==> src/hw/rv_pkg.sv <==
`default_nettype none

package rv_pkg;

  typedef logic [31:0] word_t;
  typedef logic [63:0] dword_t;
  typedef logic [4:0]  reg_addr_t;
  typedef logic [11:0] csr_addr_t;

  typedef enum logic [1:0] {
    FETCH_REQ,
    FETCH_WAIT,
    FETCH_HOLD
  } fetch_state_e;

  typedef enum logic [1:0] {
    EXEC_IDLE,
    EXEC_STORE,
    EXEC_RETIRE
  } exec_state_e;

  typedef enum logic [2:0] {
    OP_ALU_IMM,
    OP_ALU_REG,
    OP_LUI,
    OP_STORE,
    OP_CSR_READ,
    OP_NOP
  } op_class_e;

  // ========================================
  // Opcodes and funct3 codes
  // ========================================
  localparam logic [6:0] OPC_OP_IMM = 7'b0010011;
  localparam logic [6:0] OPC_OP     = 7'b0110011;
  localparam logic [6:0] OPC_LUI    = 7'b0110111;
  localparam logic [6:0] OPC_STORE  = 7'b0100011;
  localparam logic [6:0] OPC_SYSTEM = 7'b1110011;

  localparam logic [2:0] F3_ADD   = 3'b000; // ADD, SUB, ADDI
  localparam logic [2:0] F3_SLL   = 3'b001;
  localparam logic [2:0] F3_SLT   = 3'b010;
  localparam logic [2:0] F3_SLTU  = 3'b011;
  localparam logic [2:0] F3_XOR   = 3'b100;
  localparam logic [2:0] F3_SR    = 3'b101; // Logical or arithmetic by bit 30
  localparam logic [2:0] F3_OR    = 3'b110;
  localparam logic [2:0] F3_AND   = 3'b111;
  localparam logic [2:0] F3_SW    = 3'b010;
  localparam logic [2:0] F3_CSRRS = 3'b010;

  localparam csr_addr_t CSR_MCYCLE    = 12'hB00;
  localparam csr_addr_t CSR_MCYCLEH   = 12'hB80;
  localparam csr_addr_t CSR_MINSTRET  = 12'hB02;
  localparam csr_addr_t CSR_MINSTRETH = 12'hB82;

endpackage

`default_nettype wire

==> src/hw/rv_core_top.sv <==
`default_nettype none

module rv_core_top import rv_pkg::*; #(
  parameter word_t RESET_PC = 32'h0000_0000
) (
  input  logic  clk,
  input  logic  rst_n_i,
  input  logic  inst_ack_i,
  input  word_t inst_data_i,
  input  logic  mem_ack_i,
  output logic  inst_stb_o,
  output word_t inst_adr_o,
  output logic  mem_req_o,
  output word_t mem_addr_o,
  output word_t mem_data_o
);

  logic       inst_vld;
  word_t      inst_word;
  logic       dec_vld;
  op_class_e  op_class;
  logic [2:0] funct3;
  logic       alt;
  reg_addr_t  rd;
  reg_addr_t  rs1;
  reg_addr_t  rs2;
  word_t      imm;
  csr_addr_t  csr_addr;
  word_t      rs1_data;
  word_t      rs2_data;
  word_t      csr_rdata;
  logic       rd_we;
  reg_addr_t  rd_addr;
  word_t      rd_data;
  logic       retire;

  rv_fetch #(.RESET_PC(RESET_PC)) u_fetch (
    .clk        (clk),
    .rst_n_i    (rst_n_i),
    .retire_i   (retire),
    .inst_ack_i (inst_ack_i),
    .inst_data_i(inst_data_i),
    .inst_stb_o (inst_stb_o),
    .inst_adr_o (inst_adr_o),
    .inst_vld_o (inst_vld),
    .inst_word_o(inst_word)
  );

  rv_decode u_decode (
    .clk        (clk),
    .rst_n_i    (rst_n_i),
    .inst_vld_i (inst_vld),
    .inst_word_i(inst_word),
    .dec_vld_o  (dec_vld),
    .op_class_o (op_class),
    .funct3_o   (funct3),
    .alt_o      (alt),
    .rd_o       (rd),
    .rs1_o      (rs1),
    .rs2_o      (rs2),
    .imm_o      (imm),
    .csr_addr_o (csr_addr)
  );

  rv_execute u_execute (
    .clk        (clk),
    .rst_n_i    (rst_n_i),
    .dec_vld_i  (dec_vld),
    .op_class_i (op_class),
    .funct3_i   (funct3),
    .alt_i      (alt),
    .rd_i       (rd),
    .imm_i      (imm),
    .rs1_data_i (rs1_data),
    .rs2_data_i (rs2_data),
    .csr_rdata_i(csr_rdata),
    .mem_ack_i  (mem_ack_i),
    .rd_we_o    (rd_we),
    .rd_addr_o  (rd_addr),
    .rd_data_o  (rd_data),
    .mem_req_o  (mem_req_o),
    .mem_addr_o (mem_addr_o),
    .mem_data_o (mem_data_o),
    .retire_o   (retire)
  );

  rv_regfile u_regfile (
    .clk       (clk),
    .rs1_i     (rs1),
    .rs2_i     (rs2),
    .we_i      (rd_we),
    .wr_addr_i (rd_addr),
    .wr_data_i (rd_data),
    .rs1_data_o(rs1_data),
    .rs2_data_o(rs2_data)
  );

  rv_csr u_csr (
    .clk        (clk),
    .rst_n_i    (rst_n_i),
    .retire_i   (retire),
    .csr_addr_i (csr_addr),
    .csr_rdata_o(csr_rdata)
  );

endmodule

`default_nettype wire

==> src/hw/rv_csr.sv <==
`default_nettype none

module rv_csr import rv_pkg::*; (
  input  logic      clk,
  input  logic      rst_n_i,
  input  logic      retire_i,
  input  csr_addr_t csr_addr_i,
  output word_t     csr_rdata_o
);

  dword_t mcycle_q;
  dword_t minstret_q;

  always_ff @(posedge clk) begin
    if (!rst_n_i) begin
      mcycle_q   <= 64'd0;
      minstret_q <= 64'd0;
    end else begin
      mcycle_q <= mcycle_q + 64'd1;
      if (retire_i) begin
        minstret_q <= minstret_q + 64'd1;
      end
    end
  end

  always_comb begin
    case (csr_addr_i)
      CSR_MCYCLE:    csr_rdata_o = mcycle_q[31:0];
      CSR_MCYCLEH:   csr_rdata_o = mcycle_q[63:32];
      CSR_MINSTRET:  csr_rdata_o = minstret_q[31:0];
      CSR_MINSTRETH: csr_rdata_o = minstret_q[63:32];
      default:       csr_rdata_o = 32'd0; // Unknown CSR reads zero
    endcase
  end

  // Each retirement takes at least one cycle of its own
  a_instret_le_cycle: assert property (@(posedge clk) disable iff (!rst_n_i)
    minstret_q <= mcycle_q);

endmodule

`default_nettype wire

==> src/hw/rv_decode.sv <==
`default_nettype none

module rv_decode import rv_pkg::*; (
  input  logic      clk,
  input  logic      rst_n_i,
  input  logic      inst_vld_i,
  input  word_t     inst_word_i,
  output logic      dec_vld_o,
  output op_class_e op_class_o,
  output logic[2:0] funct3_o,
  output logic      alt_o,
  output reg_addr_t rd_o,
  output reg_addr_t rs1_o,
  output reg_addr_t rs2_o,
  output word_t     imm_o,
  output csr_addr_t csr_addr_o
);

  logic [6:0] opcode;
  logic [2:0] funct3;
  logic       f7_ok;
  word_t      imm_d;
  op_class_e  class_d;

  assign opcode = inst_word_i[6:0];
  assign funct3 = inst_word_i[14:12];
  assign f7_ok  = !inst_word_i[31] && (inst_word_i[29:25] == 5'd0); // 0x00 or 0x20

  always_comb begin
    imm_d   = {{20{inst_word_i[31]}}, inst_word_i[31:20]}; // I-type
    class_d = OP_NOP;
    case (opcode)
      OPC_OP_IMM: begin
        class_d = OP_ALU_IMM;
      end
      OPC_OP: begin
        if (f7_ok) begin
          class_d = OP_ALU_REG;
        end
      end
      OPC_LUI: begin
        imm_d   = {inst_word_i[31:12], 12'd0};
        class_d = OP_LUI;
      end
      OPC_STORE: begin
        imm_d = {{20{inst_word_i[31]}}, inst_word_i[31:25], inst_word_i[11:7]};
        if (funct3 == F3_SW) begin
          class_d = OP_STORE;
        end
      end
      OPC_SYSTEM: begin
        // Only plain counter reads
        if (funct3 == F3_CSRRS && inst_word_i[19:15] == 5'd0) begin
          class_d = OP_CSR_READ;
        end
      end
      default: begin
        class_d = OP_NOP;
      end
    endcase
  end

  always_ff @(posedge clk) begin
    if (!rst_n_i) begin
      dec_vld_o <= 1'b0;
    end else begin
      dec_vld_o <= inst_vld_i;
    end
  end

  always_ff @(posedge clk) begin
    if (inst_vld_i) begin
      op_class_o <= class_d;
      funct3_o   <= funct3;
      alt_o      <= inst_word_i[30]; // SUB, SRA, SRAI
      rd_o       <= inst_word_i[11:7];
      rs1_o      <= inst_word_i[19:15];
      rs2_o      <= inst_word_i[24:20];
      imm_o      <= imm_d;
      csr_addr_o <= inst_word_i[31:20];
    end
  end

endmodule

`default_nettype wire

==> src/hw/rv_execute.sv <==
`default_nettype none

module rv_execute import rv_pkg::*; (
  input  logic       clk,
  input  logic       rst_n_i,
  input  logic       dec_vld_i,
  input  op_class_e  op_class_i,
  input  logic [2:0] funct3_i,
  input  logic       alt_i,
  input  reg_addr_t  rd_i,
  input  word_t      imm_i,
  input  word_t      rs1_data_i,
  input  word_t      rs2_data_i,
  input  word_t      csr_rdata_i,
  input  logic       mem_ack_i,
  output logic       rd_we_o,
  output reg_addr_t  rd_addr_o,
  output word_t      rd_data_o,
  output logic       mem_req_o,
  output word_t      mem_addr_o,
  output word_t      mem_data_o,
  output logic       retire_o
);

  exec_state_e state_q;
  word_t       op_b;
  word_t       alu_res;
  logic [4:0]  shamt;
  logic        is_reg;
  word_t       mem_addr_q;
  word_t       mem_data_q;

  // ========================================
  // ALU
  // ========================================
  assign is_reg = (op_class_i == OP_ALU_REG);
  assign op_b   = is_reg ? rs2_data_i : imm_i;
  assign shamt  = op_b[4:0];

  always_comb begin
    case (funct3_i)
      F3_ADD:  alu_res = (is_reg && alt_i) ? rs1_data_i - op_b : rs1_data_i + op_b;
      F3_SLL:  alu_res = rs1_data_i << shamt;
      F3_SLT:  alu_res = {31'd0, $signed(rs1_data_i) < $signed(op_b)};
      F3_SLTU: alu_res = {31'd0, rs1_data_i < op_b};
      F3_XOR:  alu_res = rs1_data_i ^ op_b;
      F3_SR:   alu_res = alt_i ? word_t'($signed(rs1_data_i) >>> shamt) : rs1_data_i >> shamt;
      F3_OR:   alu_res = rs1_data_i | op_b;
      default: alu_res = rs1_data_i & op_b;
    endcase
  end

  // Writeback lands on the edge that raises retire
  always_comb begin
    case (op_class_i)
      OP_LUI:      rd_data_o = imm_i;
      OP_CSR_READ: rd_data_o = csr_rdata_i;
      default:     rd_data_o = alu_res;
    endcase
  end

  assign rd_we_o   = dec_vld_i && (op_class_i inside {OP_ALU_IMM, OP_ALU_REG,
                                                      OP_LUI, OP_CSR_READ});
  assign rd_addr_o = rd_i;

  // ========================================
  // Sequencing and store
  // ========================================
  always_ff @(posedge clk) begin
    if (!rst_n_i) begin
      state_q <= EXEC_IDLE;
    end else begin
      case (state_q)
        EXEC_IDLE: begin
          if (dec_vld_i) begin
            state_q <= (op_class_i == OP_STORE) ? EXEC_STORE : EXEC_RETIRE;
          end
        end
        EXEC_STORE: begin
          if (mem_ack_i) begin
            state_q <= EXEC_RETIRE;
          end
        end
        default: begin
          state_q <= EXEC_IDLE; // Retire lasts one cycle
        end
      endcase
    end
  end

  always_ff @(posedge clk) begin
    if (dec_vld_i && op_class_i == OP_STORE) begin
      mem_addr_q <= rs1_data_i + imm_i;
      mem_data_q <= rs2_data_i;
    end
  end

  assign mem_req_o  = (state_q == EXEC_STORE);
  assign mem_addr_o = mem_addr_q;
  assign mem_data_o = mem_data_q;
  assign retire_o   = (state_q == EXEC_RETIRE);

  a_retire_pulse: assert property (@(posedge clk) disable iff (!rst_n_i)
    retire_o |=> !retire_o);

endmodule

`default_nettype wire

==> src/hw/rv_fetch.sv <==
`default_nettype none

module rv_fetch import rv_pkg::*; #(
  parameter word_t RESET_PC = 32'h0000_0000
) (
  input  logic  clk,
  input  logic  rst_n_i,
  input  logic  retire_i,
  input  logic  inst_ack_i,
  input  word_t inst_data_i,
  output logic  inst_stb_o,
  output word_t inst_adr_o,
  output logic  inst_vld_o,
  output word_t inst_word_o
);

  fetch_state_e state_q;
  word_t        pc_q;
  word_t        inst_word_q;
  logic         inst_vld_q;

  always_ff @(posedge clk) begin
    if (!rst_n_i) begin
      state_q    <= FETCH_REQ;
      pc_q       <= RESET_PC;
      inst_vld_q <= 1'b0;
    end else begin
      inst_vld_q <= 1'b0;
      case (state_q)
        FETCH_REQ: begin
          state_q <= FETCH_WAIT; // First fetch after reset
        end
        FETCH_WAIT: begin
          if (inst_ack_i) begin
            inst_vld_q <= 1'b1;
            state_q    <= FETCH_HOLD;
          end
        end
        FETCH_HOLD: begin
          if (retire_i) begin
            pc_q    <= pc_q + 32'd4;
            state_q <= FETCH_WAIT;
          end
        end
        default: begin
          state_q <= FETCH_REQ;
        end
      endcase
    end
  end

  always_ff @(posedge clk) begin
    if (inst_stb_o && inst_ack_i) begin
      inst_word_q <= inst_data_i;
    end
  end

  assign inst_stb_o  = (state_q == FETCH_WAIT);
  assign inst_adr_o  = pc_q;
  assign inst_vld_o  = inst_vld_q;
  assign inst_word_o = inst_word_q;

  // The memory sees a stable request until it answers
  a_stb_hold: assert property (@(posedge clk) disable iff (!rst_n_i)
    inst_stb_o && !inst_ack_i |=> inst_stb_o && $stable(inst_adr_o));

endmodule

`default_nettype wire

==> src/hw/rv_regfile.sv <==
`default_nettype none

module rv_regfile import rv_pkg::*; (
  input  logic      clk,
  input  reg_addr_t rs1_i,
  input  reg_addr_t rs2_i,
  input  logic      we_i,
  input  reg_addr_t wr_addr_i,
  input  word_t     wr_data_i,
  output word_t     rs1_data_o,
  output word_t     rs2_data_o
);

  word_t regs [32];

  always_ff @(posedge clk) begin
    if (we_i && wr_addr_i != 5'd0) begin
      regs[wr_addr_i] <= wr_data_i;
    end
  end

  // x0 is hardwired
  assign rs1_data_o = (rs1_i == 5'd0) ? 32'd0 : regs[rs1_i];
  assign rs2_data_o = (rs2_i == 5'd0) ? 32'd0 : regs[rs2_i];

endmodule

`default_nettype wire

==> config.mk <==
export PLATFORM = sky130hd
export DESIGN_NAME = rv_core_top
export DESIGN_NICKNAME = d
export VERILOG_FILES = /design/src/hw/rv_pkg.sv /design/src/hw/rv_core_top.sv /design/src/hw/rv_csr.sv /design/src/hw/rv_decode.sv /design/src/hw/rv_execute.sv /design/src/hw/rv_fetch.sv /design/src/hw/rv_regfile.sv
export SDC_FILE = /design/constraint.sdc
export NUM_CORES = 2
export LEC_CHECK = 0
export BUFFER_PORTS_ARGS = -buffer_cell sky130_fd_sc_hd__buf_4
export CORE_MARGIN = 5
export CORE_UTILIZATION = 45
export DETAILED_ROUTE_END_ITERATION = 6
export GPL_TIMING_DRIVEN = 0
export MAX_ROUTING_LAYER = met4
export PLACE_DENSITY = 0.59
export SYNTH_ARGS = -nofsm -noshare
export SYNTH_HDL_FRONTEND = slang
export SYNTH_SLANG_ARGS = --single-unit
==> constraint.sdc <==
create_clock -name clk -period 9.2 [get_ports clk]
set_clock_uncertainty 0.15 [all_clocks]
set_input_delay 0.46 -clock clk [delete_from_list [all_inputs] [get_ports clk]]
set_output_delay 0.46 -clock clk [all_outputs]
set_load 0.1 [all_outputs]
==> summary.txt <==
Placement
  – I/O Buffers: 130
  – HPWL reported at the end of detailed placement: 251,000 um
  – Global placer's final weighted congestion: 1.04

Global route
  – Initial antenna violation count: 14
  – Vias in the first global route: 53,580
  – Grt met1 use: 49.4%
  – GRT Total Usage: 40.9%
  – Global-route layer with the greatest usage: met2
  – First-pass GRT wire length: 458,000 um
  – GR Overflow Total: 0
  – Pin count of the biggest net entering global routing: 65
  – Met3 Resource Use GR: 11.2%
  – M2 GR Usage: 59.6%

Setup path
  – CP top delay family: compound AO/OA/AOI/OAI gates
  – CP peak stage delay: 0.69 ns
  – Worst reg2reg setup slack: -0.04 ns
  – Data arrival, critical path: 9.59 ns
  – Critical path depth in cells: 23
  – Crit start category: flop
  – R2R cell count: 23
  – Buf/Inv on CP: 7
  – CP max-delay cell: a2111oi_0
  – FF-to-FF End: u_regfile.regs[21][31]
  – Crit Path Max Fanout: 32
  – Setup crit end: u_regfile.regs[21][31]
  – Worst endpoint required time: 9.55 ns
  – Worst setup EP type: flop
  – CP Class: flop to flop
  – Worst path cell trace: buf_4 > buf_6 > buf_6 > buf_2 > clkbuf_1 > clkbuf_4 > mux4_2 > mux4_2 > mux2i_1 > nor2_1 > mux2i_1 > ha_1 > clkbuf_1 > nand4_1 > o21bai_1 > a2111oi_0 > o211a_1 > o21ai_0 > a2111oi_0 > nor3_1 > a31oi_1 > and4_1 > a211o_2

Detailed routing
  – Pre-Repair DR Iteration Count: 7
  – DRC errors left: 0
  – Routed wire length: 343,000 um
  – Vias: 55,925
  – Remaining antenna violation count: 0
  – WL/cell: 42.6 um
  – Initial DRC count: 8,973
  – Vias per inst: 6.94

Die
  – Chip Height: 412 um
  – Top-level I/O count: 134
  – Die width: 412 um
  – # rows: 147
  – Initial Util: 45.3%
  – Total core area: 161,000 um^2
  – Die Area: 170,000 um^2

STA
  – Fin crit share: 100%
  – Tightest Pin Transition: 1.75 ns
  – Final max-slew violation count: 99
  – Post-layout min period: 9.24 ns
  – RSZ-0062 raised after global routing: no
  – Sum Neg Setup Slack: -1.50 ns
  – Fmax: 108 MHz
  – Setup ws final: -0.0395 ns
  – Slew headroom: -16.6%
  – Final hold vios: 0
  – Final setup viols: 58

Clocking
  – Clk pin slew, worst setup/hold paths: 0.06 ns
  – Num CTS Buffers: 150
  – H-tree levels: 4
  – CTS tree: built
  – Clock root buffer: clkbuf_16
  – CTS Sinks: 1,353
  – CTS max path bufs: 3
  – Clock Latency Late Sink: 0.82 ns

Power
  – Sequential share of power: 45.4%
  – Sw Share: 28.5%
  – Leak: 29.2 nW
  – Clock power frac: 38.8%
  – Pwr/cell area: 179 nW/um^2
  – Worst vdd ir: 0.197 mV
  – Internal power: 0.0108 W
  – Comb pwr share: 15.8%
  – NetSw: 0.00429 W

Synthesis
  – Asr flop ratio synth: 0%
  – Number of synthesized flops with an enable pin: 1,179
  – Yosys warns: 0
  – Cell Area, Synth: 72,700 um^2
  – Synth unique cells: 114
  – Cells after Synth: 5,294
  – Avg Synthesized Cell Area: 13.7 um^2
  – Flops & latches, synth: 1,353
  – Synth Flop Type: edfxtp_1
  – Register area share after synthesis: 53.5%

Outcome
  – Status: finished with violations
  – Failing checks: capacitance limit, slew limit, setup timing

Layout
  – Fraction of layout cells with a size suffix above 1: 21.5%
  – Final nets: 5,933
  – Util after Layout: 52.4%
  – Area grow syn2layout: 15.8%

Worst hold path
  – HP Start: rst_n_i
  – Hold Crit Class: primary input to flop

Job
  – MaxCap Viol Count: 11
-- repair_timing --
| item | CTS | global route |
|---|---|---|
| cloned | 0 | 0 |
| hold endpoints to repair | 38 | 0 |
| pin swaps | 0 | 2 |
| resized for setup | 56 | 19 |
| buffers inserted | 0 | 2 |
| endpoints found under the setup margin | 611 | 326 |
| hold buffers | 34 | 0 |
-- cell usage after synthesis, drive strengths merged (30+ instances only) --
library cell  instances  area (um^2)
edfxtp             1179        35400
mux4                436         9840
mux2i               388         3910
nand2               262          983
a21oi               254         1300
nor2                246          946
a22oi               194         1490
buf                 194         1490
o21ai               178          895
dfxtp               174         3480
and2                160         1000
clkbuf              159          597
xnor2               153         1340
nand3               144          721
ha                  135         1690
inv                 117          444
nand4                67          419
o22ai                66          432
nor3                 57          295
a21o                 52          390
a211oi               49          383
nor2b                48          308
and3                 44          275
or3                  40          250
o211ai               38          295
and4                 32          280
nor4                 30          372
-- state kept, by name (all words and copies together), names as in the netlist, 2 cells and up, named ones only --
register	cells
u_execute.mem_data_o	32
u_decode.rd_o	5
u_fetch.inst_adr_o	30
u_decode.rs1_o	5
u_decode.imm_o	31
u_regfile.regs	1024
u_csr.mcycle_q	64
u_decode.csr_addr_o	12
u_fetch.state_q	2
u_csr.minstret_q	64
u_fetch.inst_word_o	32
u_execute.mem_addr_o	32
u_decode.op_class_o	3
u_decode.funct3_o	3
u_execute.state_q	2
-- routing by layer --
| layer | vias up | part of all wire, % |
|---|---|---|
| met5 | - | 0 |
| met4 | 0 | 9.0 |
| met1 | 28401 | 35 |
| li1 | 21973 | - |
| met2 | 4332 | 44 |
| met3 | 1219 | 12 |
-- power by group through the flow --
stage	clock (W)	combinational, W	sequential [W]
after floorplan	0	0.00126	0.00695
after global placement	0	0.00218	0.00699
after detailed placement	0	0.00225	0.00697
after CTS	0.00588	0.00228	0.00684
after global routing	0.00614	0.00243	0.00684
final	0.00584	0.00239	0.00684
-- cell type report --
class | count | area [um^2]
Fill cell | 13532 | 76400
Antenna cell | 17 | 42.5
Buffer | 353 | 2200
Timing Repair Buffer | 280 | 3340
Inverter | 119 | 453
Multi-Input combinational cell | 3502 | 31900
Tap cell | 2160 | 2700
Clock inverter | 80 | 672
Clock buffer | 192 | 3960
Sequential cell | 1353 | 38900
-- worst register-to-register path, cell delays in order, from the launching register on --
cell	delay [ns]
dfxtp_1	0.31
buf_4	0.19
buf_6	0.22
buf_6	0.22
buf_2	0.40
clkbuf_1	0.46
clkbuf_4	0.52
mux4_2	0.40
mux4_2	0.47
mux2i_1	0.64
nor2_1	0.39
mux2i_1	0.42
ha_1	0.29
clkbuf_1	0.27
nand4_1	0.18
o21bai_1	0.10
a2111oi_0	0.69
o211a_1	0.33
o21ai_0	0.21
a2111oi_0	0.58
nor3_1	0.22
a31oi_1	0.33
and4_1	0.23
a211o_2	0.61
-- through the flow --
step	worst slack (ns)	hold WS, ns	total power (W)	instance area, um^2	instances
after floorplan	2.23	0.276	0.00821	72800	5327
after global placement	-2.78	0.324	0.00916	76500	7617
after detailed placement	-1.41	0.333	0.00922	78900	7729
after CTS	0.00253	0.0162	0.0150	84000	8035
after global routing	0.0288	0.0664	0.0154	84100	8046
final	-0.0395	0.0849	0.0151	84100	8056
-- kinds of logic (layout without fill, tap and decap cells) --
family                   count (synthesis)  after routing  synth area share, %
AO/OA/AOI/OAI                         1069           1069                 9.86
XOR/XNOR                               182            182                 2.19
adder cells (fa/ha/maj)                138            138                 2.41
buffers and inverters                  472           1024                 3.50
flip-flops                            1353           1353                 53.5
multiplexers                           853            853                 19.4
other                                    1             51              0.00516
AND/OR/NAND/NOR                       1226           1226                 9.14
-- worst min-delay path by stage --
stage                                 endpoint  slack (ns)  cells after the start
final                        u_csr.mcycle_q[7]        0.08                      2
after global routing         u_csr.mcycle_q[7]        0.07                      2
after CTS                    u_csr.mcycle_q[7]        0.02                      2
after detailed placement     u_csr.mcycle_q[0]        0.33                      1
after global placement    u_execute.state_q[0]        0.32                      1
after floorplan               u_decode.rd_o[0]        0.28                      0
-- cell usage in the layout (no fill, tap or decap), types with 27 or more instances in the layout --
cell,instances
inv_1,110
or3_1,40
mux4_2,430
a21oi_1,248
nor2b_1,46
edfxtp_1,1179
buf_4,172
mux2_2,28
o21ai_0,164
a21o_1,52
dlygate4sd3_1,34
mux2i_1,377
and2_1,155
ha_1,135
buf_2,74
nor3_1,53
nand2b_1,27
dfxtp_1,173
nand3_1,141
buf_8,39
a211oi_1,46
nand4_1,67
clkbuf_16,151
and4_1,32
xor2_1,29
buf_12,62
o211ai_1,36
nor2_1,209
clkbuf_1,173
a22oi_1,182
xnor2_1,153
nand2_1,262
clkinv_2,37
buf_6,56
and3_1,43
nor2_4,33
conb_1,34
o22ai_1,63
Power figures use the tool's default switching activity.
